### src/common/cnn_cfg_pkg.sv
`default_nettype none

package cnn_cfg_pkg;

    // ==================================================
    // numeric widths
    // ==================================================

    // pixel, unsigned greyscale
    localparam int PIX_W = 8;
    // kernel weight, signed
    localparam int W_W   = 8;
    // per channel bias, signed
    localparam int B_W   = 16;
    // kernel sum of products
    localparam int ACC_W = 21;
    // kernel sum plus bias, one bit of headroom
    localparam int SUM_W = 22;
    // result after relu, unsigned
    localparam int RES_W = 20;

    // upper bounds, fix the stream struct sizes
    localparam int MAX_CO = 8;
    localparam int MAX_KX = 7;
    localparam int MAX_KY = 7;

    // ==================================================
    // vector types
    // ==================================================
    typedef logic        [PIX_W-1:0] pixel_t;
    typedef logic signed [W_W-1:0]   weight_t;
    typedef logic signed [B_W-1:0]   bias_t;
    typedef logic signed [ACC_W-1:0] acc_t;
    typedef logic signed [SUM_W-1:0] sum_t;
    typedef logic        [RES_W-1:0] result_t;

endpackage

`default_nettype wire

### src/common/cnn_stream_pkg.sv
`default_nettype none

package cnn_stream_pkg;

    // window slots at the largest supported kernel
    localparam int MAX_WIN = cnn_cfg_pkg::MAX_KX * cnn_cfg_pkg::MAX_KY;

    // ==================================================
    // window stream, line buffer to kernels
    // ==================================================
    // pix index is ky*KX + kx, top left first
    // slots past KX*KY are zero
    typedef struct packed {
        logic                              valid;
        logic                              step;
        cnn_cfg_pkg::pixel_t [MAX_WIN-1:0] pix;
    } window_beat_t;

    // ==================================================
    // result beat, one field per output channel
    // ==================================================
    // channels above CO are zero
    typedef struct packed {
        cnn_cfg_pkg::result_t [cnn_cfg_pkg::MAX_CO-1:0] ch;
    } result_beat_t;

endpackage

`default_nettype wire

### src/cnn_core/cnn_kernel.sv
`default_nettype none

module cnn_kernel #(
    parameter int KX = 3,
    parameter int KY = 3
) (
    input  logic                               clk,
    input  logic                               reset_n,
    input  cnn_cfg_pkg::weight_t [KX*KY-1:0]   i_weight,
    input  cnn_stream_pkg::window_beat_t       i_window,
    output logic                               o_acc_valid,
    output cnn_cfg_pkg::acc_t                  o_acc
);

    localparam int NTAP = KX * KY;
    // zero extended pixel times signed weight
    localparam int PROD_W = cnn_cfg_pkg::PIX_W + 1 + cnn_cfg_pkg::W_W;

    // ==================================================
    // valid pipeline
    // ==================================================
    logic prod_valid;
    logic acc_valid;

    always_ff @(posedge clk or negedge reset_n) begin
        if (!reset_n) begin
            prod_valid <= 1'b0;
            acc_valid  <= 1'b0;
        end else begin
            // only full windows enter
            prod_valid <= i_window.valid;
            acc_valid  <= prod_valid;
        end
    end

    // ==================================================
    // stage one, products
    // ==================================================
    logic signed [PROD_W-1:0] prod [NTAP];

    always_ff @(posedge clk) begin
        if (i_window.valid) begin
            for (int i = 0; i < NTAP; i++) begin
                // pixel is unsigned, so a leading zero keeps it positive
                prod[i] <= $signed({1'b0, i_window.pix[i]}) * i_weight[i];
            end
        end
    end

    // ==================================================
    // stage two, sum of products
    // ==================================================
    cnn_cfg_pkg::acc_t sum_d;
    cnn_cfg_pkg::acc_t sum_q;

    always_comb begin
        sum_d = '0;
        for (int i = 0; i < NTAP; i++) begin
            // sign extend each product to the accumulator
            sum_d = sum_d + cnn_cfg_pkg::acc_t'(prod[i]);
        end
    end

    always_ff @(posedge clk) begin
        if (prod_valid) begin
            sum_q <= sum_d;
        end
    end

    assign o_acc_valid = acc_valid;
    assign o_acc       = sum_q;

endmodule

`default_nettype wire

### config.mk
export PLATFORM = sky130hd
export DESIGN_NAME = cnn_kernel
export DESIGN_NICKNAME = d
export VERILOG_FILES = /design/src/common/cnn_cfg_pkg.sv /design/src/common/cnn_stream_pkg.sv /design/src/cnn_core/cnn_kernel.sv
export SDC_FILE = /design/constraint.sdc
export NUM_CORES = 2
export LEC_CHECK = 0
export BUFFER_PORTS_ARGS = -buffer_cell sky130_fd_sc_hd__clkbuf_2
export CAP_MARGIN = 0
export CORE_MARGIN = 2
export CORE_UTILIZATION = 35
export DETAILED_ROUTE_END_ITERATION = 8
export SLEW_MARGIN = 0
export SYNTH_ARGS = -nofsm -noshare
export SYNTH_HDL_FRONTEND = slang
export SYNTH_SLANG_ARGS = --single-unit
### constraint.sdc
create_clock -name clk -period 4.2 [get_ports clk]
set_input_delay 0.63 -clock clk [delete_from_list [all_inputs] [get_ports clk]]
set_output_delay 0.63 -clock clk [all_outputs]
set_load 0.05 [all_outputs]
Word level (Yosys, flattened, before mapping) --
Memory sizes are Yosys's and may differ from the RTL's. Index checks and enable logic that the tools add are counted.
Storage, ports and cells: bits of input ports 468, RAM bits 153, logic and storage cells 23, register bits 23, memories kept 1, output and inout port bits 22
Cells by class: muxes and demuxes 2, add/subtract/negate cells 8, multiply operators 9
Memories:
- prod | depth 9, width 17, read ports 9, clocked after Yosys merged registers in 0, wr ports 9, RTL line cnn_kernel.sv:39 | logic signed [PROD_W-1:0] prod [NTAP];
Operator list (number):
- $mul 9x8->17 | 9
- $add 21x17->21 | 4
- $add 20x17->21 | 1
- $add 19x17->20 | 1
- $add 18x17->19 | 1
- $add 17x17->18 | 1
- $mux 1 | 2

Longest topological paths before layout --
depth after elaboration 8, gate-level depth with buffers 18, mapped depth without buffers 18

Worst setup path after synthesis --
OpenSTA, ideal clock, no wires.
path kind reg-to-reg, start point mem prod[0][104] in the netlist's numbering, end point reg sum_q[18], in the netlist o_acc[18], data pin, cell stages (with the launch flop) 15, path buffers 0, library setup time 0.260 ns, data required time 3.940 ns, path slack -0.334 ns, period minus slack after synthesis 4.534 ns, arrival 4.274 ns, path through edfxtp_1 fa_1 fa_1 fa_1 inv_1 fa_1 inv_1 ha_1 fa_1 a21oi_2 o22ai_2 a2111oi_4 o31ai_4 a221oi_2 xnor2_1
RTL lines:
- start, declared | RTL line cnn_kernel.sv:39
- end signal, assigned | RTL line cnn_kernel.sv:66 | sum_q <= sum_d;
- end, declared | RTL line cnn_kernel.sv:54 | cnn_cfg_pkg::acc_t sum_q;

==> reports/results.txt <==
Final Worst Setup Slack: -0.354 ns
DRT met1 WL: 30.0 mm
Top post-synthesis cells by area: fa_1 31%, edfxtp_1 18%, ha_1 18%
Synth Area in Compound Gates: 5.76%
Routability congestion estimate from global placement: 0.850
GRT Residual Overflow: 0
Family with the most delay on the worst path: adder cells
Fin. Hold Viols: 0
Initial DRC count: 784
Clock skew: 0.0100 ns
First-pass GRT wire length: 112 mm
Seq cells post-synth: 176
Internal reg-to-reg setup slack: -0.35 ns
Highest net fanout along the worst path: 5
DP Area: 0.0347 mm2
Crit path time final: 4.55 ns
Htree depth: 4
Highest routed layer: met5
Pre-antenna DRT Iters: 5
Yosys warning count: 0
# IOs: 490
GRT Total Usage: 16.4%
Antenna violations before repair: 12
Fin util: 44.0%
Clk_lat worst skew: 0.44 ns
DP Wirelength: 59.5 mm
Slowest CP cell: fa_1
Clock buffer count from CTS: 17
Initial core utilization: 35.4%
Cell Area, Synth: 0.0290 mm2
Period utilization: 108%
Setup repair after global routing missed its margin: yes
DIE HEIGHT: 292 um
Clock tree sinks: 176
Post-synth top area cell: fa_1
Worst r2r src: prod[0][138]$_DFFE_PP_
Core area: 0.0821 mm2
Via count: 21.0k
Failing checks: setup timing
# Max-Cap Violations: 0
Setup crit start kind: flop
Crit. End Element: flop
Pin count of the biggest net entering global routing: 65
Number of setup violations in the final report: 10
Mapped Cells: 2951
Largest family of logic cells by synthesized area: adder cells
Chip width: 292 um
Fin. max-slew vios: 0
Register area share after synthesis: 18.2%
XOR/XNOR share of the synthesized area: 3.32%
Most frequent cells in the layout: 724 x inv_1, 445 x fa_1, 417 x buf_4
Vias per inst: 4.52
Worst-Margin Slew: 0.901 ns
# rows: 105
Root Driver: clkbuf_16
Area growth from synthesis to layout: 24.4%
Routed Antenna Nets: 0
Critical Path RT: 4.40 ns
Worst path cell trace: fa_1 > fa_1 > fa_1 > inv_1 > fa_1 > inv_2 > ha_4 > fa_2 > a21oi_4 > o22ai_4 > a2111oi_4 > o31ai_4 > a221oi_2 > xnor2_1
Status: finished, violations left
Most common cell on crit path: fa_1
CTS tree: built
Yosys top cell area share: 31.4%
Number of global-route vias before repair: 22.3k
Drt drc: 0
Worst r2r path cells: 14
Post-synthesis cell type count: 57
Metal3 WL: 2.16 mm
TNS Setup: -1.89 ns
DIE AREA: 0.0853 mm2
Most common cell after layout, fill and taps aside: inv_1
Syn_area_per_cell: 9.84 um2
WL/cell: 14.4 um
CTS clk-pin slew, worst paths: 0.07 ns
Mapped Nets: 4282
Relative slew slack: 39.9%
CP peak stage delay: 0.61 ns
Worst path arrival time: 4.75 ns
CTS Buffer Depth: 2
Layout cell share with drive strength beyond 1: 22.6%
Met2 wire len: 33.9 mm
Drt total wl: 67.1 mm
Worst R2R End: o_acc[18]$_DFFE_PP_
WP buf/inv: 2
Max Freq: 220 MHz
Crit path depth: 14
Mux contribution to synthesized area: 0%
Synth Flop Type: edfxtp_1
Asr flop ratio synth: 1.14%
WS Path Type: flop to flop
Port bufs: 168
Final Cell Area: 0.0361 mm2
Net count, final: 4893
Synth Area in Adders: 48.9%
Simple-Gate Fraction of Synth Area: 14.2%
Critical path launch point: prod[0][138]$_DFFE_PP_
HP Class: input port to asynchronous set/reset pin
EDFF count, synth: 174
Worst setup endpoint: o_acc[18]$_DFFE_PP_
## layer usage
metal / vias up / global-route usage (%)
met3: 59 / 2.25
met4: 12 / 2.97
met5: - / 0
li1: 10400 / -
met1: 10300 / 21.2
met2: 235 / 29.3
## area by class of cell
cell class                      instances  area (um2)
Fill cell                            7851       46000
Clock buffer                           18         429
Tap cell                             1070        1340
Clock inverter                         14         151
Timing Repair Buffer                  592        4260
Multi-Input combinational cell       2028       21900
Sequential cell                       176        5280
Inverter                              747        2810
Antenna cell                            5        12.5
## cells by family after synthesis
kind of cell	count (synthesis)
AND/OR/NAND/NOR	808
AO/OA/AOI/OAI	247
XOR/XNOR	110
buffers and inverters	747
adder cells (fa/ha/maj)	863
flip-flops	176
## cell usage after synthesis (35+ instances only)
cell	n
nand2b_1	54
nand2_1	272
edfxtp_1	174
ha_1	408
inv_1	747
a21oi_1	77
o21ai_0	39
nor2_1	96
xor2_1	35
xnor2_1	75
fa_1	455
and2_1	297
## per-stage QoR
| stage | instances | hold slack, ns | setup slack (ns) |
|---|---|---|---|
| floorplan | 2951 | 0.334 | -0.0640 |
| global placement | 4607 | 0.436 | -0.462 |
| detailed placement | 4607 | 0.435 | -0.521 |
| CTS | 4640 | 0.504 | -0.295 |
| global route | 4647 | 0.530 | -0.491 |
| finish | 4650 | 0.509 | -0.354 |
## what timing repair did
action | in CTS | in global routing
hold endpoints to repair | 2 | 0
resized for setup | 10 | 255
pin swaps | 6 | 123
hold buffers | 1 | 0
setup buffers | 0 | 11
endpoints found under the setup margin | 17 | 54
## flip-flops by register name, summed over array words and instances (netlist names)
signal and cells:
prod 153, o_acc 21, o_acc_valid 1, prod_valid 1
## how the worst min path moves through the flow
stage	endpoint	slack, ns	cells past startpoint
floorplan	o_acc_valid$_DFF_PN0_	0.33	0
global placement	o_acc_valid$_DFF_PN0_	0.44	1
detailed placement	o_acc_valid$_DFF_PN0_	0.43	1
CTS	o_acc_valid$_DFF_PN0_	0.50	2
global route	o_acc_valid$_DFF_PN0_	0.53	2
finish	o_acc_valid$_DFF_PN0_	0.51	2
Power is not shown: default switching activity piles up to over one toggle a cycle in this logic, so the estimate is an artifact.
