==> src/common/cnn_cfg_pkg.sv <==
`default_nettype none

package cnn_cfg_pkg;

    // ==================================================
    // numeric widths
    // ==================================================

    // pixel, unsigned greyscale
    localparam int PIX_W = 8;
    // kernel weight, signed
    localparam int W_W   = 8;
    // per channel bias, signed
    localparam int B_W   = 16;
    // kernel sum of products
    localparam int ACC_W = 21;
    // kernel sum plus bias, one bit of headroom
    localparam int SUM_W = 22;
    // result after relu, unsigned
    localparam int RES_W = 20;

    // upper bounds, fix the stream struct sizes
    localparam int MAX_CO = 8;
    localparam int MAX_KX = 7;
    localparam int MAX_KY = 7;

    // ==================================================
    // vector types
    // ==================================================
    typedef logic        [PIX_W-1:0] pixel_t;
    typedef logic signed [W_W-1:0]   weight_t;
    typedef logic signed [B_W-1:0]   bias_t;
    typedef logic signed [ACC_W-1:0] acc_t;
    typedef logic signed [SUM_W-1:0] sum_t;
    typedef logic        [RES_W-1:0] result_t;

endpackage

`default_nettype wire

==> src/common/cnn_stream_pkg.sv <==
`default_nettype none

package cnn_stream_pkg;

    // window slots at the largest supported kernel
    localparam int MAX_WIN = cnn_cfg_pkg::MAX_KX * cnn_cfg_pkg::MAX_KY;

    // ==================================================
    // window stream, line buffer to kernels
    // ==================================================
    // pix index is ky*KX + kx, top left first
    // slots past KX*KY are zero
    typedef struct packed {
        logic                              valid;
        logic                              step;
        cnn_cfg_pkg::pixel_t [MAX_WIN-1:0] pix;
    } window_beat_t;

    // ==================================================
    // result beat, one field per output channel
    // ==================================================
    // channels above CO are zero
    typedef struct packed {
        cnn_cfg_pkg::result_t [cnn_cfg_pkg::MAX_CO-1:0] ch;
    } result_beat_t;

endpackage

`default_nettype wire

==> src/cnn_core/bias_relu.sv <==
`default_nettype none

module bias_relu #(
    parameter int CO = 3
) (
    input  logic                          clk,
    input  logic                          reset_n,
    input  cnn_cfg_pkg::bias_t [CO-1:0]   i_bias,
    input  logic [CO-1:0]                 i_acc_valid,
    input  cnn_cfg_pkg::acc_t [CO-1:0]    i_acc,
    output logic                          o_res_valid,
    output cnn_stream_pkg::result_beat_t  o_res
);

    // largest result, zero extended into the sum width
    localparam cnn_cfg_pkg::sum_t RES_MAX =
        cnn_cfg_pkg::sum_t'({cnn_cfg_pkg::RES_W{1'b1}});

    // ==================================================
    // bias add, relu, saturate
    // ==================================================
    cnn_cfg_pkg::sum_t            sum [CO];
    cnn_stream_pkg::result_beat_t res_d;

    always_comb begin
        res_d = '0;
        for (int c = 0; c < CO; c++) begin
            sum[c] = cnn_cfg_pkg::sum_t'($signed(i_acc[c]))
                   + cnn_cfg_pkg::sum_t'($signed(i_bias[c]));
            // negative clips to zero, overflow to all ones
            if (sum[c] < 0) begin
                res_d.ch[c] = '0;
            end else if (sum[c] > RES_MAX) begin
                res_d.ch[c] = '1;
            end else begin
                res_d.ch[c] = sum[c][cnn_cfg_pkg::RES_W-1:0];
            end
        end
    end

    // all kernels run in lockstep
    always_ff @(posedge clk or negedge reset_n) begin
        if (!reset_n) begin
            o_res_valid <= 1'b0;
        end else begin
            o_res_valid <= &i_acc_valid;
        end
    end

    always_ff @(posedge clk) begin
        if (&i_acc_valid) begin
            o_res <= res_d;
        end
    end

endmodule

`default_nettype wire

==> config.mk <==
export PLATFORM = sky130hd
export DESIGN_NAME = bias_relu
export DESIGN_NICKNAME = d
export VERILOG_FILES = /design/src/common/cnn_cfg_pkg.sv /design/src/common/cnn_stream_pkg.sv /design/src/cnn_core/bias_relu.sv
export SDC_FILE = /design/constraint.sdc
export NUM_CORES = 1
export LEC_CHECK = 0
export BUFFER_PORTS_ARGS = -buffer_cell sky130_fd_sc_hd__buf_2
export CORE_MARGIN = 4
export CORE_UTILIZATION = 40
export DETAILED_ROUTE_END_ITERATION = 12
export GPL_TIMING_DRIVEN = 1
export MAX_ROUTING_LAYER = met4
export PLACE_DENSITY_LB_ADDON = 0.12
export SETUP_SLACK_MARGIN = 0.2
export SLEW_MARGIN = 40
export SYNTH_ARGS = -nofsm -noshare
export SYNTH_HDL_FRONTEND = slang
export SYNTH_SLANG_ARGS = --single-unit
==> constraint.sdc <==
create_clock -name clk -period 0.8 [get_ports clk]
set_input_delay 0.04 -clock clk [delete_from_list [all_inputs] [get_ports clk]]
set_output_delay 0.04 -clock clk [all_outputs]
set_load 0.02 [all_outputs]
# After elaboration in Yosys (flattened, before gate mapping)
# Index checks and enable logic that the tools add are counted.
# W data, S select, Z words.
[totals]
regBits = 61
input_bits = 116
output_inout_bits = 161
elab_cells = 17
[op_classes]
n_addsub = 3
magnitude_cmp = 6
mux = 3
n_reduce_logical = 1
[op_table]
columns = ["operator", "n"]
rows = [
  ["$add A21 B16 Y22", 3],
  ["$gt A22 B21 Y1 const B", 3],
  ["$lt A22 B1 Y1 const B", 3],
  ["$mux W20", 3],
  ["$reduce_and A3 Y1", 1],
]

# Depth between registers and ports, before layout
# Gate-level depths: netlist (run 1).
[logic_depth]
ltp_word = 3
mapped_depth = 11
depth_no_buf = 10

# Worst setup path after synthesis (run 1)
# OpenSTA, ideal clock, no wires.
[synth_timing]
path_type = "input-to-reg"
from = "in i_bias[32] (netlist name)"
to = "reg o_res[49] (netlist name), data pin"
setup_ns = 0.254
t_arrival_ns = 2.285
t_required_ns = 0.546
slack_ns = -1.740
stages = 11
n_path_buf = 1
cell_sequence = "ha_1 -> fa_1 -> a21oi_2 -> o211ai_1 -> a21oi_1 -> o21ai_1 -> a211oi_4 -> nor2_1 -> a21o_1 -> buf_6 -> o21a_1"
[synth_between]
elab_chain_cells = 3
elab_cells_between_ends = 4
classes_between = "add/sub (1); order compare (2); mux (1)"
[synth_rtl]
columns = ["item", "line_no", "text"]
rows = [
  ["from (decl)", "bias_relu.sv:8", "input cnn_cfg_pkg::bias_t [CO-1:0] i_bias,"],
  ["$add A21 B16 Y22 (*)", "bias_relu.sv:29", "+ cnn_cfg_pkg::sum_t'($signed(i_bias[c]));"],
  ["$gt A22 B21 Y1", "bias_relu.sv:33", "end else if (sum[c] > RES_MAX) begin"],
  ["$mux W20", "bias_relu.sv:33", ""],
  ["to (signal assigned)", "bias_relu.sv:52", "o_res <= res_d;"],
  ["to (decl)", "bias_relu.sv:12", "output cnn_stream_pkg::result_beat_t o_res"],
]
# Every way passes the cells marked *; elsewhere a longest branch is shown, timed or not.
# A chain may end at the register's enable or synchronous reset.

# Worst setup path in the final report (run 1)
[layout_timing]
from = "in i_acc[0] (netlist name)"
to = "reg o_res[7] (netlist name), data pin"
[layout_between]
elab_chain_cells = 3
elab_cells_between_ends = 4
classes_between = "add/sub (1); order compare (2); mux (1)"
[layout_rtl]
columns = ["item", "line_no", "text"]
rows = [
  ["from (decl)", "bias_relu.sv:10", "input cnn_cfg_pkg::acc_t [CO-1:0] i_acc,"],
  ["$add A21 B16 Y22 (*)", "bias_relu.sv:29", ""],
  ["$gt A22 B21 Y1", "bias_relu.sv:33", ""],
  ["$mux W20", "bias_relu.sv:33", ""],
]
# Marks and branches as above.

==> results of run 1 <==
[final timing paths]
check | startpoint | slack [ns] | endpoint | cells after the start
worst max-delay path | i_acc[0] | -1.42 | o_res[7] | 13
worst min-delay path | reset_n | 0.02 | o_res_valid | 2
max in group asynchronous | reset_n | 0.69 | o_res_valid | 2
min in group clk | i_bias[16] | 0.11 | o_res[20] | 3
[where the power goes]
group          leakage [nW]  switching, mW  internal [mW]
Clock                 0.128           1.36           2.04
Sequential            0.551          0.107           3.95
Combinational          3.85           3.80           3.67
Total                  4.53           5.27           9.66
[through the flow]
stage	setup TNS, ns	std cells	power [mW]
global placement	-103.57	1211	10.5
floorplan	-96.16	767	8.58
finish	-82.28	1257	14.9
global route	-89.31	1257	15.8
CTS	-84.51	1247	14.8
detailed placement	-107.41	1211	10.6
[routing by layer]
metal  vias up  wire, um
met5         -         0
met4         0       429
met3        36       981
met2       210      9440
met1      2827      7480
li1       3013         -
[state kept, by name, indices dropped and copies added, names as in the netlist]
register     cells
o_res_valid      1
o_res           60
[cell type report]
cell class | instances | share of cell area (%)
clock inverter | 6 | 0.322
clock buffer | 9 | 2.32
sequential | 61 | 18.8
tap | 211 | 2.72
multi-input combinational | 573 | 45.6
inverter | 19 | 0.734
timing repair buffer | 378 | 29.5
[timing repair]
action                                 4_1_cts  5_1_grt
pin swaps                                   47       32
setup endpoints to repair                  121      121
endpoints found under the hold margin        1        0
hold buffers                                 1        0
buffers inserted                            17       10
gates resized for setup                    102       40
gates cloned                                 3        0
[synth_stat cells, types with 19 or more instances]
library cell  count  area, sq um
a21oi_1          84          420
a21o_1           31          233
edfxtp_1         60         1800
ha_1             63          788
nand3_1          20          100
xnor2_1          30          263
inv_1            19         71.3
nand2_1          27          101
o21ai_0          26          130
buf_4           101          758
xor2_1           20          175
nor2_1           32          120
[cells by family after synthesis]
logic type	share of synthesized area, %
simple gates	10.3
other cells	0.0599
buf+inv	14.5
xor+xnor	6.99
mux	0.180
compound gates	25.2
flops	29.2
fa+ha+maj	13.5
==> summary.txt, run 1 <==
Status
  • Status: complete, but fails checks
  • Failing checks: negative setup slack

Cells and area
  • Register Area: roughly 0.0018 sq mm
  • # fillers: roughly 1200
  • Layout cells sized above 1: about 48%
  • Area grow syn2layout: 55.2%
  • Most frequent cells in the layout: buf_4, buf_2, conb_1
  • Non-Filler Cell Area, Final: roughly 0.01 sq mm
  • Area of the multi-input gates: 0.00444 sq mm
  • Final net count: roughly 1200
  • Most common cell after layout, fill and taps aside: buf_4
  • Antenna diode count: 0
  • Finished Core Util: 63.7%

STA
  • Max Transition Viols Final: 0
  • Post-layout minimum cycle time: between 2 and 2.5 ns
  • Max_slew headroom: ~64%
  • Period utilization: 277%
  • RSZ-0062 raised after global routing: true
  • Hold slack: ~0.019 ns
  • Final worst slack: -1.42 ns
  • Achievable frequency: about 450 MHz
  • Final setup fails: ~120
  • Worst slew pin tran: between 0.5 and 0.6 ns
  • Hold Fails Final Rpt: 0

Synth
  • Syn avg cell area: around 9.4 sq um
  • Post-synthesis cell type count: a little under 70
  • Post-synth EDFFs: 60
  • Mapped Cells: 668
  • Async set or reset register ratio after synthesis: 1.64%
  • Ys Warns: 0
  • Sequential element share of the synthesized area: a little under 30%
  • Synth Register Bits: between 60 and 70
  • Top_reg_cell synth: edfxtp_1
  • Mapped Area: approximately 0.0063 sq mm

Drt
  • DRC violations left: 0
  • Initial DRC Count: between 200 and 250
  • Avg WL per Cell: approximately 15 um
  • Detailed-router iteration count before antenna repair: 4
  • ANT nets after route: 0
  • Via count: about 6100
  • DRT Wirelength: 18.3 mm
  • DR vias/cell: around 4.8

Setup path
  • Delay-heaviest family, CP: compound AO/OA/AOI/OAI gates
  • Setup crit start kind: input pin
  • WP buf/inv: 3
  • Crit path max fanout: 5
  • CP required: between 0.8 and 0.9 ns
  • Setup crit end kind: flip-flop
  • CP max stage delay: approximately 0.35 ns
  • Critical Path AT: approximately 2.3 ns
  • Slowest cell on crit path: fa_2
  • CP cell instances: buf_6 > ha_4 > fa_2 > a211oi_2 > o211ai_1 > a2bb2oi_2 > a211o_1 > o31ai_4 > a221oi_2 > xnor2_2 > buf_4 > clkbuf_16 > a21oi_2
  • Crit Path Class: in -> reg

Clock network
  • Clock Pin Slew Worst Setup and Hold Paths: roughly 0.05 ns
  • CTS tree: done
  • Longest Clk Path Bufs: 2
  • CTS sink cnt: around 60
  • Root Buffer: clkbuf_16
  • H-tree depth: 3
  • Clock buffer count from CTS: 9

Global routing
  • Largest net degree at the start of global routing: 24
  • Vias in the first global route: 6174
  • Routing usage on met1: approximately a quarter
  • Grt ovf: 0
  • Global Route Usage Sum: between 20% and 30%
  • Met3 Usage GRT: approximately 2.3%
  • M2 GR Usage: between 30% and 40%
  • Initial antenna violation count: 0
  • Gr busiest metal: met2
  • First-pass GRT wire length: between 20 and 30 mm

Place
  • Placement Cell Area: around 0.0086 sq mm
  • Post-DP HPWL: 14.6 mm
  • Port Buffer Count: roughly 180
  • GP Congestion: between 0.8 and 0.9
  • Place WS: -1.83 ns

Pwr
  • Maximum VDD drop: between 0.0009 and 0.001 V
  • Leakage: 4.53 nW
  • PD cells: 1540 mW/mm^2

Die
  • Die Y: roughly 130 um
  • Starting density of the core: between 40% and 50%
  • Core Rows: 45
  • I/O pins: around 280
  • Die Width: between 100 and 150 um
  • Die ar.: 0.0177 sq mm
  • Core area: 0.0153 sq mm

Job
  • Max-Cap Viols: 0

Hold path
  • Hold WC Path Type: in -> async
(Power assumes the default switching activity.)
==> run 2: changes to the inputs <==
--- a/config.mk
+++ b/config.mk
@@ -5,10 +5,9 @@
 export SDC_FILE = /design/constraint.sdc
 export NUM_CORES = 1
 export LEC_CHECK = 0
-export BUFFER_PORTS_ARGS = -buffer_cell sky130_fd_sc_hd__buf_2
-export CORE_MARGIN = 4
 export CORE_UTILIZATION = 40
 export DETAILED_ROUTE_END_ITERATION = 12
+export DONT_BUFFER_PORTS = 1
 export GPL_TIMING_DRIVEN = 1
 export MAX_ROUTING_LAYER = met4
 export PLACE_DENSITY_LB_ADDON = 0.12
==> summary.txt, run 2 (synthesized netlist as in run 1, its figures left out) <==
Status
  • Status: complete, but fails checks (unchanged)
  • Failing checks: negative hold slack, negative setup slack (was negative setup slack)

Clock network
  • H-tree depth: 3 (unchanged)
  • Clock Pin Slew Worst Setup and Hold Paths: 0.05 ns (about the same)
  • CTS sink cnt: 61 (unchanged)
  • Longest Clk Path Bufs: 2 (unchanged)
  • Clock buffer count from CTS: 9 (unchanged)
  • CTS tree: done (unchanged)
  • Cts hold-fix bufs: 2 (was 1)
  • Root Buffer: clkbuf_16 (unchanged)

Setup path
  • Critical Path AT: 2.13 ns (was 2.29 ns)
  • CP max stage delay: 0.37 ns (was 0.35 ns)
  • Crit Path Class: in -> reg (unchanged)
  • Setup crit end kind: flip-flop (unchanged)
  • Slowest cell on crit path: fa_2 (unchanged)
  • CP required: 0.87 ns (was 0.88 ns)
  • CP cell instances: ha_4 > fa_2 > a211oi_2 > o211ai_1 > a2bb2oi_2 > a211o_1 > o31ai_4 > a221oi_2 > xnor2_2 > buf_12 > o21ai_1 (was buf_6 > ha_4 > fa_2 > a211oi_2 > o211ai_1 > a2bb2oi_2 > a211o_1 > o31ai_4 > a221oi_2 > xnor2_2 > buf_4 > clkbuf_16 > a21oi_2)
  • Crit path max fanout: 11 (was 5)
  • Setup crit start kind: input pin (unchanged)

Die
  • Die Y: 127 um (was 133 um)
  • Die ar.: 0.0162 sq mm (was 0.0177 sq mm)
  • Core area: 0.0153 sq mm (unchanged)
  • Core Rows: 45 (unchanged)
  • Die Width: 127 um (was 133 um)
  • Starting density of the core: 41.0% (unchanged)
  • I/O pins: 277 (unchanged)

Pwr
  • Maximum VDD drop: 0.000869 V (was 0.000975 V)
  • PD cells: 1730 mW/mm^2 (was 1540 mW/mm^2)
  • Leakage: 3.74 nW (was 4.53 nW)

Global routing
  • Global Route Usage Sum: 20.8% (was 20.0%)
  • First-pass GRT wire length: 25.8 mm (was 28.6 mm)
  • Initial antenna violation count: 0 (unchanged)
  • Grt ovf: 0 (unchanged)
  • Largest net degree at the start of global routing: 32 (was 24)
  • Vias in the first global route: 5262 (was 6174)

STA
  • Hold Fails Final Rpt: 1 (was 0)
  • Final worst slack: -1.25 ns (was -1.42 ns)
  • RSZ-0062 raised after global routing: true (unchanged)
  • Max Transition Viols Final: 0 (unchanged)
  • Hold slack: -0.0652 ns (was 0.0195 ns)
  • Period utilization: 257% (was 277%)
  • Post-layout minimum cycle time: 2.05 ns (was 2.22 ns)
  • Final setup fails: 121 (unchanged)
  • Achievable frequency: 487 MHz (was 451 MHz)

Drt
  • Detailed-router iteration count before antenna repair: 4 (unchanged)
  • Avg WL per Cell: 15.4 um (was 14.6 um)
  • ANT nets after route: 0 (unchanged)
  • Initial DRC Count: 189 (was 237)
  • DRC violations left: 0 (unchanged)
  • DRT Wirelength: 16.6 mm (was 18.3 mm)
  • DR vias/cell: 4.93 (was 4.84)
  • Via count: 5304 (was 6086)

Place
  • GP Congestion: 0.882 (was 0.874)
  • Post-DP HPWL: 13.3 mm (was 14.6 mm)
  • Port Buffer Count: 0 (was 176)
  • Dpl cells: 1041 (was 1211)

Cells and area
  • Antenna diode count: 0 (unchanged)
  • Top flop regs: o_res x60, o_res_valid x1 (unchanged)
  • Most common cell after layout, fill and taps aside: buf_4 (unchanged)
  • Final net count: 1043 (was 1224)
  • Reg with most FFs: o_res (unchanged)
  • # fillers: 1362 (was 1243)
  • Layout cells sized above 1: 38.0% (was 48.2%)
  • Most frequent cells in the layout: buf_4, conb_1, edfxtp_1 (was buf_4, buf_2, conb_1)
  • Layout Cells excl Fill: 1076 (was 1257)
  • Area grow syn2layout: 37.3% (was 55.2%)
  • Max reg flops: 60 (unchanged)

Job
  • Max-Cap Viols: 0 (unchanged)

Hold path
  • Hold WC Path Type: in -> async (unchanged)
==> run 2: cell types whose count changed in the layout (fill, tap and decap cells not counted), moves of 2 or more <==
cell	change
nor2_4	-2
ha_4	+2
ha_1	-2
bufinv_16	+2
buf_6	-47
buf_2	-125
o21ai_4	+2
o21ai_2	-2
nor2_2	+3
buf_4	-9
==> run 2: worst paths after layout <==
check                      startpoint           to  slack, ns  cells after the start
worst max-delay path        i_bias[0]    o_res[14]      -1.25                     11
max in group asynchronous     reset_n  o_res_valid       0.74                      1
worst min-delay path          reset_n  o_res_valid      -0.07                      1
min in group clk            i_acc[21]    o_res[20]       0.02                      2
==> run 2: what timing repair did <==
action,in CTS,in global routing
resized for setup,36,19
setup buffers,14,2
cloned,3,0
pin swaps,32,23
endpoints found under the setup margin,121,122
endpoints found under the hold margin,2,1
==> run 2: stage by stage <==
stage                     power (mW)  worst slack [ns]  utilization, %  setup TNS (ns)  cell area, sq um
after floorplan                 8.58             -1.53               -          -96.16              6960
after global placement          10.1             -1.62            51.1          -91.23              7800
after detailed placement        10.2             -1.64            51.1          -92.53              7800
after CTS                       14.8             -1.25            55.5          -73.00              8480
after global routing            15.7             -1.39            56.4          -78.97              8600
final                           14.9             -1.25            56.4          -70.86              8600
==> run 2: worst max-delay path: cells and delay by family <==
kind	cells	cell delay, ns
compound gates	7	1.16
xor+xnor	1	0.21
buf+inv	1	0.19
fa+ha+maj	2	0.52
==> run 2: routing by layer <==
metal | global-route usage, % | vias to the layer above | part of all wire (%)
li1 | - | 2650 | -
met1 | 23.8 | 2459 | 42
met2 | 37.2 | 181 | 51
met3 | 3.56 | 14 | 5.5
met4 | 6.30 | 0 | 1.3
met5 | - | - | 0
==> run 2: power breakdown <==
group	leakage (nW)	switching, mW	internal (mW)	total [mW]
Sequential	0.549	0.387	3.97	4.35
Combinational	3.04	3.29	3.15	6.44
Clock	0.152	1.41	2.68	4.09
Total	3.74	5.09	9.79	14.9
==> run 2: area by class of cell <==
cell class / instances / area (sq um) / share of cell area [%]
clock inverter: 6 / 78.8 / 0.917
tap: 211 / 264 / 3.07
clock buffer: 9 / 225 / 2.62
sequential: 61 / 1830 / 21.3
timing repair buffer: 197 / 1650 / 19.1
multi-input combinational: 573 / 4490 / 52.2
inverter: 19 / 71.3 / 0.829
