<file path="src/common/cnn_cfg_pkg.sv">
`default_nettype none

package cnn_cfg_pkg;

    // ==================================================
    // numeric widths
    // ==================================================

    // pixel, unsigned greyscale
    localparam int PIX_W = 8;
    // kernel weight, signed
    localparam int W_W   = 8;
    // per channel bias, signed
    localparam int B_W   = 16;
    // kernel sum of products
    localparam int ACC_W = 21;
    // kernel sum plus bias, one bit of headroom
    localparam int SUM_W = 22;
    // result after relu, unsigned
    localparam int RES_W = 20;

    // upper bounds, fix the stream struct sizes
    localparam int MAX_CO = 8;
    localparam int MAX_KX = 7;
    localparam int MAX_KY = 7;

    // ==================================================
    // vector types
    // ==================================================
    typedef logic        [PIX_W-1:0] pixel_t;
    typedef logic signed [W_W-1:0]   weight_t;
    typedef logic signed [B_W-1:0]   bias_t;
    typedef logic signed [ACC_W-1:0] acc_t;
    typedef logic signed [SUM_W-1:0] sum_t;
    typedef logic        [RES_W-1:0] result_t;

endpackage

`default_nettype wire

</file>
<file path="src/common/cnn_stream_pkg.sv">
`default_nettype none

package cnn_stream_pkg;

    // window slots at the largest supported kernel
    localparam int MAX_WIN = cnn_cfg_pkg::MAX_KX * cnn_cfg_pkg::MAX_KY;

    // ==================================================
    // window stream, line buffer to kernels
    // ==================================================
    // pix index is ky*KX + kx, top left first
    // slots past KX*KY are zero
    typedef struct packed {
        logic                              valid;
        logic                              step;
        cnn_cfg_pkg::pixel_t [MAX_WIN-1:0] pix;
    } window_beat_t;

    // ==================================================
    // result beat, one field per output channel
    // ==================================================
    // channels above CO are zero
    typedef struct packed {
        cnn_cfg_pkg::result_t [cnn_cfg_pkg::MAX_CO-1:0] ch;
    } result_beat_t;

endpackage

`default_nettype wire

</file>
<file path="src/cnn_core/line_buffer.sv">
`default_nettype none

module line_buffer #(
    parameter int KX = 3,
    parameter int KY = 3,
    parameter int IX = 8,
    parameter int IY = 6
) (
    input  logic                        clk,
    input  logic                        reset_n,
    input  logic                        i_in_valid,
    input  cnn_cfg_pkg::pixel_t         i_in_pixel,
    output cnn_stream_pkg::window_beat_t o_window
);

    localparam int CW = (IX > 1) ? $clog2(IX) : 1;
    localparam int RW = (IY > 1) ? $clog2(IY) : 1;

    // ==================================================
    // frame position
    // ==================================================
    logic [CW-1:0] col;
    logic [RW-1:0] row;

    always_ff @(posedge clk or negedge reset_n) begin
        if (!reset_n) begin
            col <= '0;
            row <= '0;
        end else if (i_in_valid) begin
            if (col == CW'(IX - 1)) begin
                col <= '0;
                // wrap row at frame end
                row <= (row == RW'(IY - 1)) ? '0 : row + 1'b1;
            end else begin
                col <= col + 1'b1;
            end
        end
    end

    // ==================================================
    // row memories
    // ==================================================
    // row_mem[0] holds the previous row, row_mem[1] the one above
    cnn_cfg_pkg::pixel_t row_mem [KY-1][IX];
    // column entering the window, bottom is the new pixel
    cnn_cfg_pkg::pixel_t col_new [KY];

    always_comb begin
        col_new[KY-1] = i_in_pixel;
        for (int k = 0; k < KY - 1; k++) begin
            col_new[KY-2-k] = row_mem[k][col];
        end
    end

    always_ff @(posedge clk) begin
        if (i_in_valid) begin
            row_mem[0][col] <= i_in_pixel;
            // older rows move up one memory
            for (int k = 1; k < KY - 1; k++) begin
                row_mem[k][col] <= row_mem[k-1][col];
            end
        end
    end

    // ==================================================
    // shift window
    // ==================================================
    cnn_cfg_pkg::pixel_t win [KY][KX];
    logic                win_valid;
    logic                win_step;

    always_ff @(posedge clk) begin
        if (i_in_valid) begin
            for (int ky = 0; ky < KY; ky++) begin
                for (int kx = 0; kx < KX - 1; kx++) begin
                    win[ky][kx] <= win[ky][kx+1];
                end
                win[ky][KX-1] <= col_new[ky];
            end
        end
    end

    // full window once enough columns and rows have been seen
    always_ff @(posedge clk or negedge reset_n) begin
        if (!reset_n) begin
            win_valid <= 1'b0;
            win_step  <= 1'b0;
        end else begin
            win_valid <= i_in_valid && (col >= CW'(KX - 1)) && (row >= RW'(KY - 1));
            win_step  <= i_in_valid;
        end
    end

    // flatten into the stream struct
    always_comb begin
        o_window       = '0;
        o_window.valid = win_valid;
        o_window.step  = win_step;
        for (int ky = 0; ky < KY; ky++) begin
            for (int kx = 0; kx < KX; kx++) begin
                o_window.pix[ky*KX+kx] = win[ky][kx];
            end
        end
    end

endmodule

`default_nettype wire

</file>
<file path="config.mk">
export PLATFORM = sky130hd
export DESIGN_NAME = line_buffer
export DESIGN_NICKNAME = d
export VERILOG_FILES = /design/src/common/cnn_cfg_pkg.sv /design/src/common/cnn_stream_pkg.sv /design/src/cnn_core/line_buffer.sv
export SDC_FILE = /design/constraint.sdc
export NUM_CORES = 1
export LEC_CHECK = 0
export BUFFER_PORTS_ARGS = -buffer_cell sky130_fd_sc_hd__buf_2
export CORE_AREA = 5 5 156 158
export CTS_CLUSTER_SIZE = 16
export DETAILED_ROUTE_END_ITERATION = 7
export DIE_AREA = 0 0 161 163
export MAX_ROUTING_LAYER = met4
export PLACE_DENSITY = 0.74
export SYNTH_ARGS = -nofsm -noshare
export SYNTH_HDL_FRONTEND = slang
export SYNTH_SLANG_ARGS = --single-unit
</file>
<file path="constraint.sdc">
create_clock -name clk -period 4.8 [get_ports clk]
set_clock_uncertainty 0.2 [all_clocks]
set_input_delay 0.72 -clock clk [delete_from_list [all_inputs] [get_ports clk]]
set_output_delay 0.72 -clock clk [all_outputs]
set_load 0.1 [all_outputs]
</file>
======== Yosys cells after proc, flatten, opt, wreduce, memory -nomap -nowiden ========
Memory sizes are Yosys's and may differ from the RTL's.
Cells that the tools add are included.
storage, ports and cells
  register bits after elaboration ......... 8
  bits in writable memories ............... 200
  input port bits ......................... 11
  output and inout port bits .............. 394
  logic and storage cells ................. 32
  memories ................................ 2
memory list
  memory   depth  width  read ports  clocked after memory_dff  write ports  line               source
  row_mem  2      64     2           0                         2            line_buffer.sv:44  cnn_cfg_pkg::pixel_t row_mem [KY-1][IX];
  win      3      24     3           0                         3            line_buffer.sv:68  cnn_cfg_pkg::pixel_t win [KY][KX];
operators by class
  $add $sub $neg .......................... 2
  order comparisons ....................... 4
  equality and inequality tests ........... 2
  mux-type cells .......................... 13
  bitwise gates (word level) .............. 1
  reductions and logical operators ........ 4
operators with widths
  operator               number
  $mux W64               1
  $bmux W8 S3            2
  $mux W8                5
  $demux W8 S3           1
  $add A3 B1 Y3 const B  2
  $eq A3 B3 Y1 const B   2
  $ge A3 B2 Y1 const B   2
  $mux W3                2
  $ge A4 B4 Y1 const B   1
  $lt A4 B1 Y1 const B   1
  $not A3 Y4             1
  $logic_and A1 B1 Y1    3
  $mux W1                2
  $reduce_and A2 Y1      1

======== Depth between registers and ports, before layout ========
Gate-level depths: netlist (run 1).
  depth in word-level cells ............... 6
  gate-level depth with buffers ........... 6
  mapped depth without buffers ............ 5

======== Least setup slack after synthesis (run 1) ========
Ideal clock, no wire load.
  kind .................................... input to register
  start point ............................. in i_in_valid
  end point ............................... mem row_mem[0][24] (netlist bit), enable pin
  arrival ................................. 2.252 ns
  required time ........................... 4.191 ns
  slack ................................... 1.938 ns
  stages on the path ...................... 3
  cells stage by stage .................... clkbuf_1 -> nand2_1 -> nor3_1
RTL lines
  what             line               source
  start, declared  line_buffer.sv:11  input logic i_in_valid,
  end, declared    line_buffer.sv:44

==> flow_summary.json, run 1 <==
{
  "status": "complete, no violations",
  "dieWidth_um": 161,
  "pwr-share-comb": 0.411,
  "cp_num_buf_inv": 1,
  "drt_wl_total_mm": 17.6,
  "dp_hpwl_mm": 12.2,
  "clock_power_share": 0.229,
  "gr-total-overflow": 0,
  "rows": 56,
  "p_sw_frac": 0.465,
  "crit_type": "register to register",
  "synth.distinct_cells": 37,
  "grt_max_degree": 58,
  "cts_root_buffer": "clkbuf_16",
  "wl_per_cell_um": 16.1,
  "postCtsSetupBuffers": 0,
  "ant_nets": 0,
  "numCtsBuffers": 20,
  "num_vias": 4562,
  "seq_power_share": 0.360,
  "power_switching_mw": 3.46,
  "p_per_area_nw_per_um2": 728,
  "finalSetupTns_ns": 0,
  "synthCells": 692,
  "fp.dieH_um": 163,
  "area_growth_pct": 2.61,
  "placed_cells": 1058,
  "clock_sinks": 208,
  "layout.area.seq_um2": 6210,
  "netlist_area_um2": 9960,
  "cp-startpoint": "col[0]$_DFFE_PN0P_",
  "clock_path_buffers": 3,
  "hold_violations": 0,
  "yosysSeqAreaShare": 0.623,
  "grt_pass1_vias": 4102,
  "place_area_um2": 9490,
  "startpoint_type": "register",
  "initial_core_util": 0.434,
  "critPathMaxStageDelay_ns": 1.12,
  "path_max_fanout": 26,
  "cp.required_ns": 4.76,
  "endpoint": "row_mem[0][6]$_DFFE_PP_",
  "cts.clk_slew.worst_paths_ns": 0.06,
  "initialDrtViolationCount": 359,
  "min_path_type": "register to register",
  "cts_max_level": 1,
  "end_kind": "register",
  "cp.arrival_ns": 2.70,
  "antenna_found_initial": 0,
  "internal-power_mw": 3.99,
  "fillers": 1993,
  "rr_endpoint": "row_mem[0][6]$_DFFE_PP_",
  "dr.pass1.iters": 6,
  "multi_input_area_um2": 2370,
  "port_buffers": 84,
  "leakage_nw": 4.24,
  "layout_common_cells": "320 x conb_1, 200 x edfxtp_1, 83 x buf_2, 29 x nand2_1, 21 x clkbuf_16",
  "whs_ns": 0.242,
  "place_congestion": 0.833,
  "synth_warnings": 0,
  "critPathTopFamily": "flip-flops",
  "period_share": 0.570,
  "grt_pass1_wl_mm": 24.9,
  "ys_ff_latch": 208,
  "synth_top_cell_by_area": "edfxtp_1",
  "postSynth.asyncResetShare": 0.0385,
  "synth_area_leaders": "edfxtp_1 60%, buf_4 25%, mux4_2 2.3%, dfrtp_1 2.0%, mux2i_1 1.6%",
  "place_ws_ns": 2.09,
  "core_area_um2": 23000,
  "fin_nets": 804,
  "synth_area_per_cell_um2": 14.4,
  "fin_cells": 1094,
  "synth.top_cell.area_share": 0.603,
  "synth_edf_count": 200,
  "cts_tree": "done",
  "clock_latency_ns": 0.48,
  "grt_use_total": 0.124,
  "max_freq_ghz": 0.365,
  "r2r-start": "col[0]$_DFFE_PN0P_",
  "finalCriticalPeriod_ns": 2.74,
  "path_cells": "nand2_1, nor2_1, buf_4",
  "ys.flop_type": "edfxtp_1",
  "worst_pin_slew_ns": 1.18,
  "drc_errors": 0,
  "crit_slowest_cell": "dfrtp_1",
  "setup-violations-final": 0,
  "viasPerCell": 4.17,
  "setup_ws_ns": 2.06,
  "grt_setup_unrepaired": "false",
  "io_pins": 405,
  "path_depth": 3,
  "final_common_cell": "conb_1",
  "slew-limit-headroom": 0.211,
  "drive_gt1_frac": 0.179,
  "insertedDiodeCount": 0,
  "stdcell_area_um2": 10200,
  "rrSetupSlack_ns": 2.06,
  "ff2ff_path_depth": 3,
  "die_area_um2": 26200,
  "slew_violations": 0,
  "maxCapViolCount": 0,
  "peakVddDrop_uv": 396
}
cells by family after synthesis:
family,count (synthesis),share of synthesized area
AOI/OAI and AO/OA,48,0.0365
buffers and inverters,349,0.261
adders and majority gates,2,0.00251
and+or+nand+nor,50,0.0220
muxes,33,0.0541
other,1,0.000376
DFF,208,0.623
xor gates and xnor gates,1,0.000879
repair_timing:
action	in CTS	in global routing
resized for setup	0	0
hold endpoints to repair	8	0
hold buffers	1	0
sequential cells by signal, indices dropped and copies added, names as in the netlist:
| register | cells |
|---|---|
| row_mem | 128 |
| win | 72 |
| col | 3 |
| row | 3 |
| win_step | 1 |
| win_valid | 1 |
Yosys cell counts, types with 3 or more instances:
cell type	instances
mux4_1	5
mux4_2	10
edfxtp_1	200
mux2i_1	16
nand2_1	29
inv_1	10
buf_6	5
a21oi_1	8
nor2_1	9
o32a_1	8
a22oi_1	8
nor3_1	3
o21ai_0	5
a211o_1	8
buf_4	326
buf_2	3
dfrtp_1	8
o211ai_1	7
how the worst min path moves through the flow:
stage	from	to	cells after the start
2_1_floorplan	reset_n	col[0]$_DFFE_PN0P_	0
3_3_place_gp	win[2][13]$_DFFE_PP_	win[2][21]$_DFFE_PP_	0
3_5_place_dp	win[2][2]$_DFFE_PP_	win[2][10]$_DFFE_PP_	0
4_1_cts	win[2][2]$_DFFE_PP_	win[2][10]$_DFFE_PP_	0
5_1_grt	win[2][12]$_DFFE_PP_	win[2][20]$_DFFE_PP_	0
6_report	win[2][5]$_DFFE_PP_	win[2][13]$_DFFE_PP_	0
area by class of cell:
class | instances | share of cell area
well taps | 290 | 0.0355
clock buffers | 25 | 0.0529
inverters | 10 | 0.00367
flip-flops and latches | 208 | 0.607
clock inverters | 10 | 0.0182
repair buffers | 97 | 0.0512
multi-input cells | 454 | 0.232
worst register-to-register path, cell delays in order (launching register included):
cell and delay, ns:
dfrtp_1 1.12, nand2_1 0.19, nor2_1 0.55, buf_4 0.36
power groups by stage:
stage / registers [mW] / logic (mW) / clock network, mW
finish: 2.68 / 3.06 / 1.70
global route: 2.72 / 3.17 / 1.82
CTS: 2.69 / 3.06 / 1.74
detailed placement: 2.72 / 3.05 / 0
global placement: 2.71 / 3.04 / 0
floorplan: 3.52 / 2.06 / 0
through the flow:
stage	total power [mW]	util
finish	7.45	0.445
global route	7.72	0.445
CTS	7.49	0.445
detailed placement	5.78	0.413
global placement	5.75	0.413
floorplan	5.59	-
per-layer routing:
metal,vias to the layer above,track usage,wire length [um]
met5,-,-,0
met4,0,0.0275,237
met3,24,0.0213,1630
met2,285,0.211,9390
met1,2259,0.158,6340
li1,1994,-,-
(Power assumes the default switching activity.)
==> inputs of run 2 (changes only) <==
--- a/config.mk
+++ b/config.mk
@@ -5,13 +5,14 @@
 export SDC_FILE = /design/constraint.sdc
 export NUM_CORES = 1
 export LEC_CHECK = 0
+export ABC_AREA = 1
 export BUFFER_PORTS_ARGS = -buffer_cell sky130_fd_sc_hd__buf_2
-export CORE_AREA = 5 5 156 158
+export CORE_AREA = 5 5 155 157
 export CTS_CLUSTER_SIZE = 16
 export DETAILED_ROUTE_END_ITERATION = 7
-export DIE_AREA = 0 0 161 163
+export DIE_AREA = 0 0 160 162
 export MAX_ROUTING_LAYER = met4
-export PLACE_DENSITY = 0.74
+export PLACE_DENSITY = 0.77
 export SYNTH_ARGS = -nofsm -noshare
 export SYNTH_HDL_FRONTEND = slang
 export SYNTH_SLANG_ARGS = --single-unit
==> constraint.sdc (replaced) <==
create_clock -name clk -period 2.6 [get_ports clk]
set_clock_uncertainty 0.2 [all_clocks]
set_input_delay 0.39 -clock clk [delete_from_list [all_inputs] [get_ports clk]]
set_output_delay 0.39 -clock clk [all_outputs]
set_load 0.1 [all_outputs]
==> flow_summary.json, run 2 <==
{
  "cts_max_level": 1,
  "area_growth_pct": 3.14,
  "fin_util": 0.481,
  "hold-path-endpoint": "row_mem[0][55]$_DFFE_PP_",
  "status": "complete, no violations",
  "place_congestion": 0.837,
  "peakVddDrop_uv": 591,
  "ff2ff_path_depth": 5,
  "die_area_um2": 25900,
  "cts_resized": 0,
  "io_pins": 405,
  "synth_common_cells": "327 x buf_4, 269 x nand2_1, 200 x edfxtp_1, 80 x inv_1, 23 x nand3_1",
  "leakage_nw": 5.10,
  "grt_use_total": 0.143,
  "clock_sinks": 208,
  "slew-limit-headroom": 0.617,
  "cp.required_ns": 2.56,
  "antenna_found_initial": 0,
  "cp-startpoint": "col[1]$_DFFE_PN0P_",
  "path_max_fanout": 18,
  "largest_reg_flops": 128,
  "grt_pass1_wl_mm": 29.0,
  "dp_hpwl_mm": 13.9,
  "yosysSeqAreaShare": 0.595,
  "core_area_um2": 22400,
  "worst_pin_slew_ns": 0.571,
  "setup-violations-final": 0,
  "maxCapViolCount": 0,
  "finalSetupTns_ns": 0,
  "wl_per_cell_um": 14.5,
  "cts_tree": "done",
  "synth_edf_count": 200,
  "cts_hold_buf": 1,
  "wl_met2_mm": 10.5,
  "min_path_type": "input pin to register",
  "highest_layer": "met4",
  "rows": 55,
  "rrSetupSlack_ns": 0.36,
  "end_kind": "register",
  "insertedDiodeCount": 0,
  "cts.clk_slew.worst_paths_ns": 0.06,
  "stdcell_area_um2": 10800,
  "ys.flop_type": "edfxtp_1",
  "netlist_area_um2": 10400,
  "grt_max_degree": 45,
  "synth.top_cell.area_share": 0.576,
  "grt_setup_unrepaired": "false",
  "drt-met1-wl_mm": 7.47,
  "largest-register": "row_mem",
  "synth_most_common_cell": "buf_4",
  "synth_area_leaders": "edfxtp_1 58%, buf_4 24%, nand2_1 9.7%, inv_1 2.9%, dfrtp_1 1.9%",
  "initial_core_util": 0.466,
  "place_ws_ns": 0.384,
  "fin_nets": 1077,
  "dr.pass1.iters": 8,
  "synth_area_per_cell_um2": 10.9,
  "drt_wl_total_mm": 19.8,
  "cts_root_buffer": "clkbuf_16",
  "postCtsSetupBuffers": 0,
  "final_common_cell": "conb_1",
  "initialDrtViolationCount": 341,
  "grt_pass1_vias": 4977,
  "hold_violations": 0,
  "synth.distinct_cells": 25,
  "drive_gt1_frac": 0.142,
  "gr-total-overflow": 0,
  "min_path_cells": 1,
  "num_vias": 5584,
  "rr_endpoint": "row_mem[0][69]$_DFFE_PP_",
  "place_area_um2": 10000,
  "crit_type": "register to register",
  "r2r-start": "col[1]$_DFFE_PN0P_",
  "period_share": 0.861,
  "p_per_area_nw_per_um2": 1290,
  "dieWidth_um": 160,
  "max_freq_ghz": 0.447,
  "ys_ff_latch": 208,
  "layout_common_cells": "320 x conb_1, 269 x nand2_1, 200 x edfxtp_1, 83 x buf_2, 80 x inv_1",
  "synthCells": 960,
  "clock_path_buffers": 3,
  "numCtsBuffers": 21,
  "ant_nets": 0,
  "clock_latency_ns": 0.49,
  "port_buffers": 84,
  "drc_errors": 0,
  "synth_warnings": 0,
  "worstHoldStart": "i_in_pixel[7]",
  "synth_top_cell_by_area": "edfxtp_1",
  "viasPerCell": 4.10,
  "startpoint_type": "register",
  "slew_violations": 0,
  "finalCriticalPeriod_ns": 2.24,
  "setup_ws_ns": 0.360,
  "reg_top3": "row_mem: 128 flops, win: 72 flops",
  "fp.dieH_um": 162,
  "postSynth.asyncResetShare": 0.0385,
  "cp.arrival_ns": 2.20,
  "wl_met3_mm": 1.47
}
==> run 2: cell families (layout without fill, tap and decap cells) <==
group	count (synthesis)	count (layout)	share of synthesized area
AO/OA/AOI/OAI	6	6	0.00288
XOR/XNOR	1	1	0.000840
adder cells (fa/ha/maj)	2	2	0.00240
buffers and inverters	428	227	0.275
flip-flops	208	208	0.595
other	1	320	0.000360
AND/OR/NAND/NOR	314	314	0.123
==> run 2: power breakdown <==
part | switching [mW] | internal, mW | total (mW)
clock network | 1.21 | 1.88 | 3.10
logic | 5.31 | 0.642 | 5.95
registers | 0.243 | 4.62 | 4.87
==> run 2: cell type report <==
type / instances / area [um^2]
fill: 1932 / 11600
clock buffer: 24 / 537
timing repair buffer: 106 / 603
multi-input combinational: 643 / 2560
clock inverter: 13 / 174
sequential: 208 / 6210
inverter: 84 / 318
tap: 285 / 357
==> run 2: worst max path at each step <==
stage                                 to  slack (ns)  depth (start not counted)
2_1_floorplan  row_mem[0][112]$_DFFE_PP_        0.03                          4
3_3_place_gp         win[1][2]$_DFFE_PP_        0.48                          5
3_5_place_dp   row_mem[0][105]$_DFFE_PP_        0.38                          5
4_1_cts         row_mem[0][77]$_DFFE_PP_        0.35                          5
5_1_grt         row_mem[0][97]$_DFFE_PP_        0.18                          5
6_report        row_mem[0][69]$_DFFE_PP_        0.36                          5
==> run 2: worst max-delay path, cell delays in order (launching register included) <==
cell	delay [ns]
dfrtp_1	0.55
clkinv_1	0.57
nand2_1	0.24
nand2_1	0.08
nand2_1	0.07
nand2_1	0.20
==> run 2: per-layer routing <==
metal	global-route usage	up-vias
met5	-	-
met4	0.0411	0
met3	0.0221	37
met2	0.246	271
met1	0.177	2667
li1	-	2609
==> run 2: through the flow <==
step                power [mW]  hold WS (ns)  instances
global placement          10.8        0.0556       1325
finish                    13.9        0.0164       1363
CTS                       14.0        0.0116       1363
global route              14.5        0.0215       1363
detailed placement        10.9        0.0601       1325
floorplan                 10.3        -0.106       1279
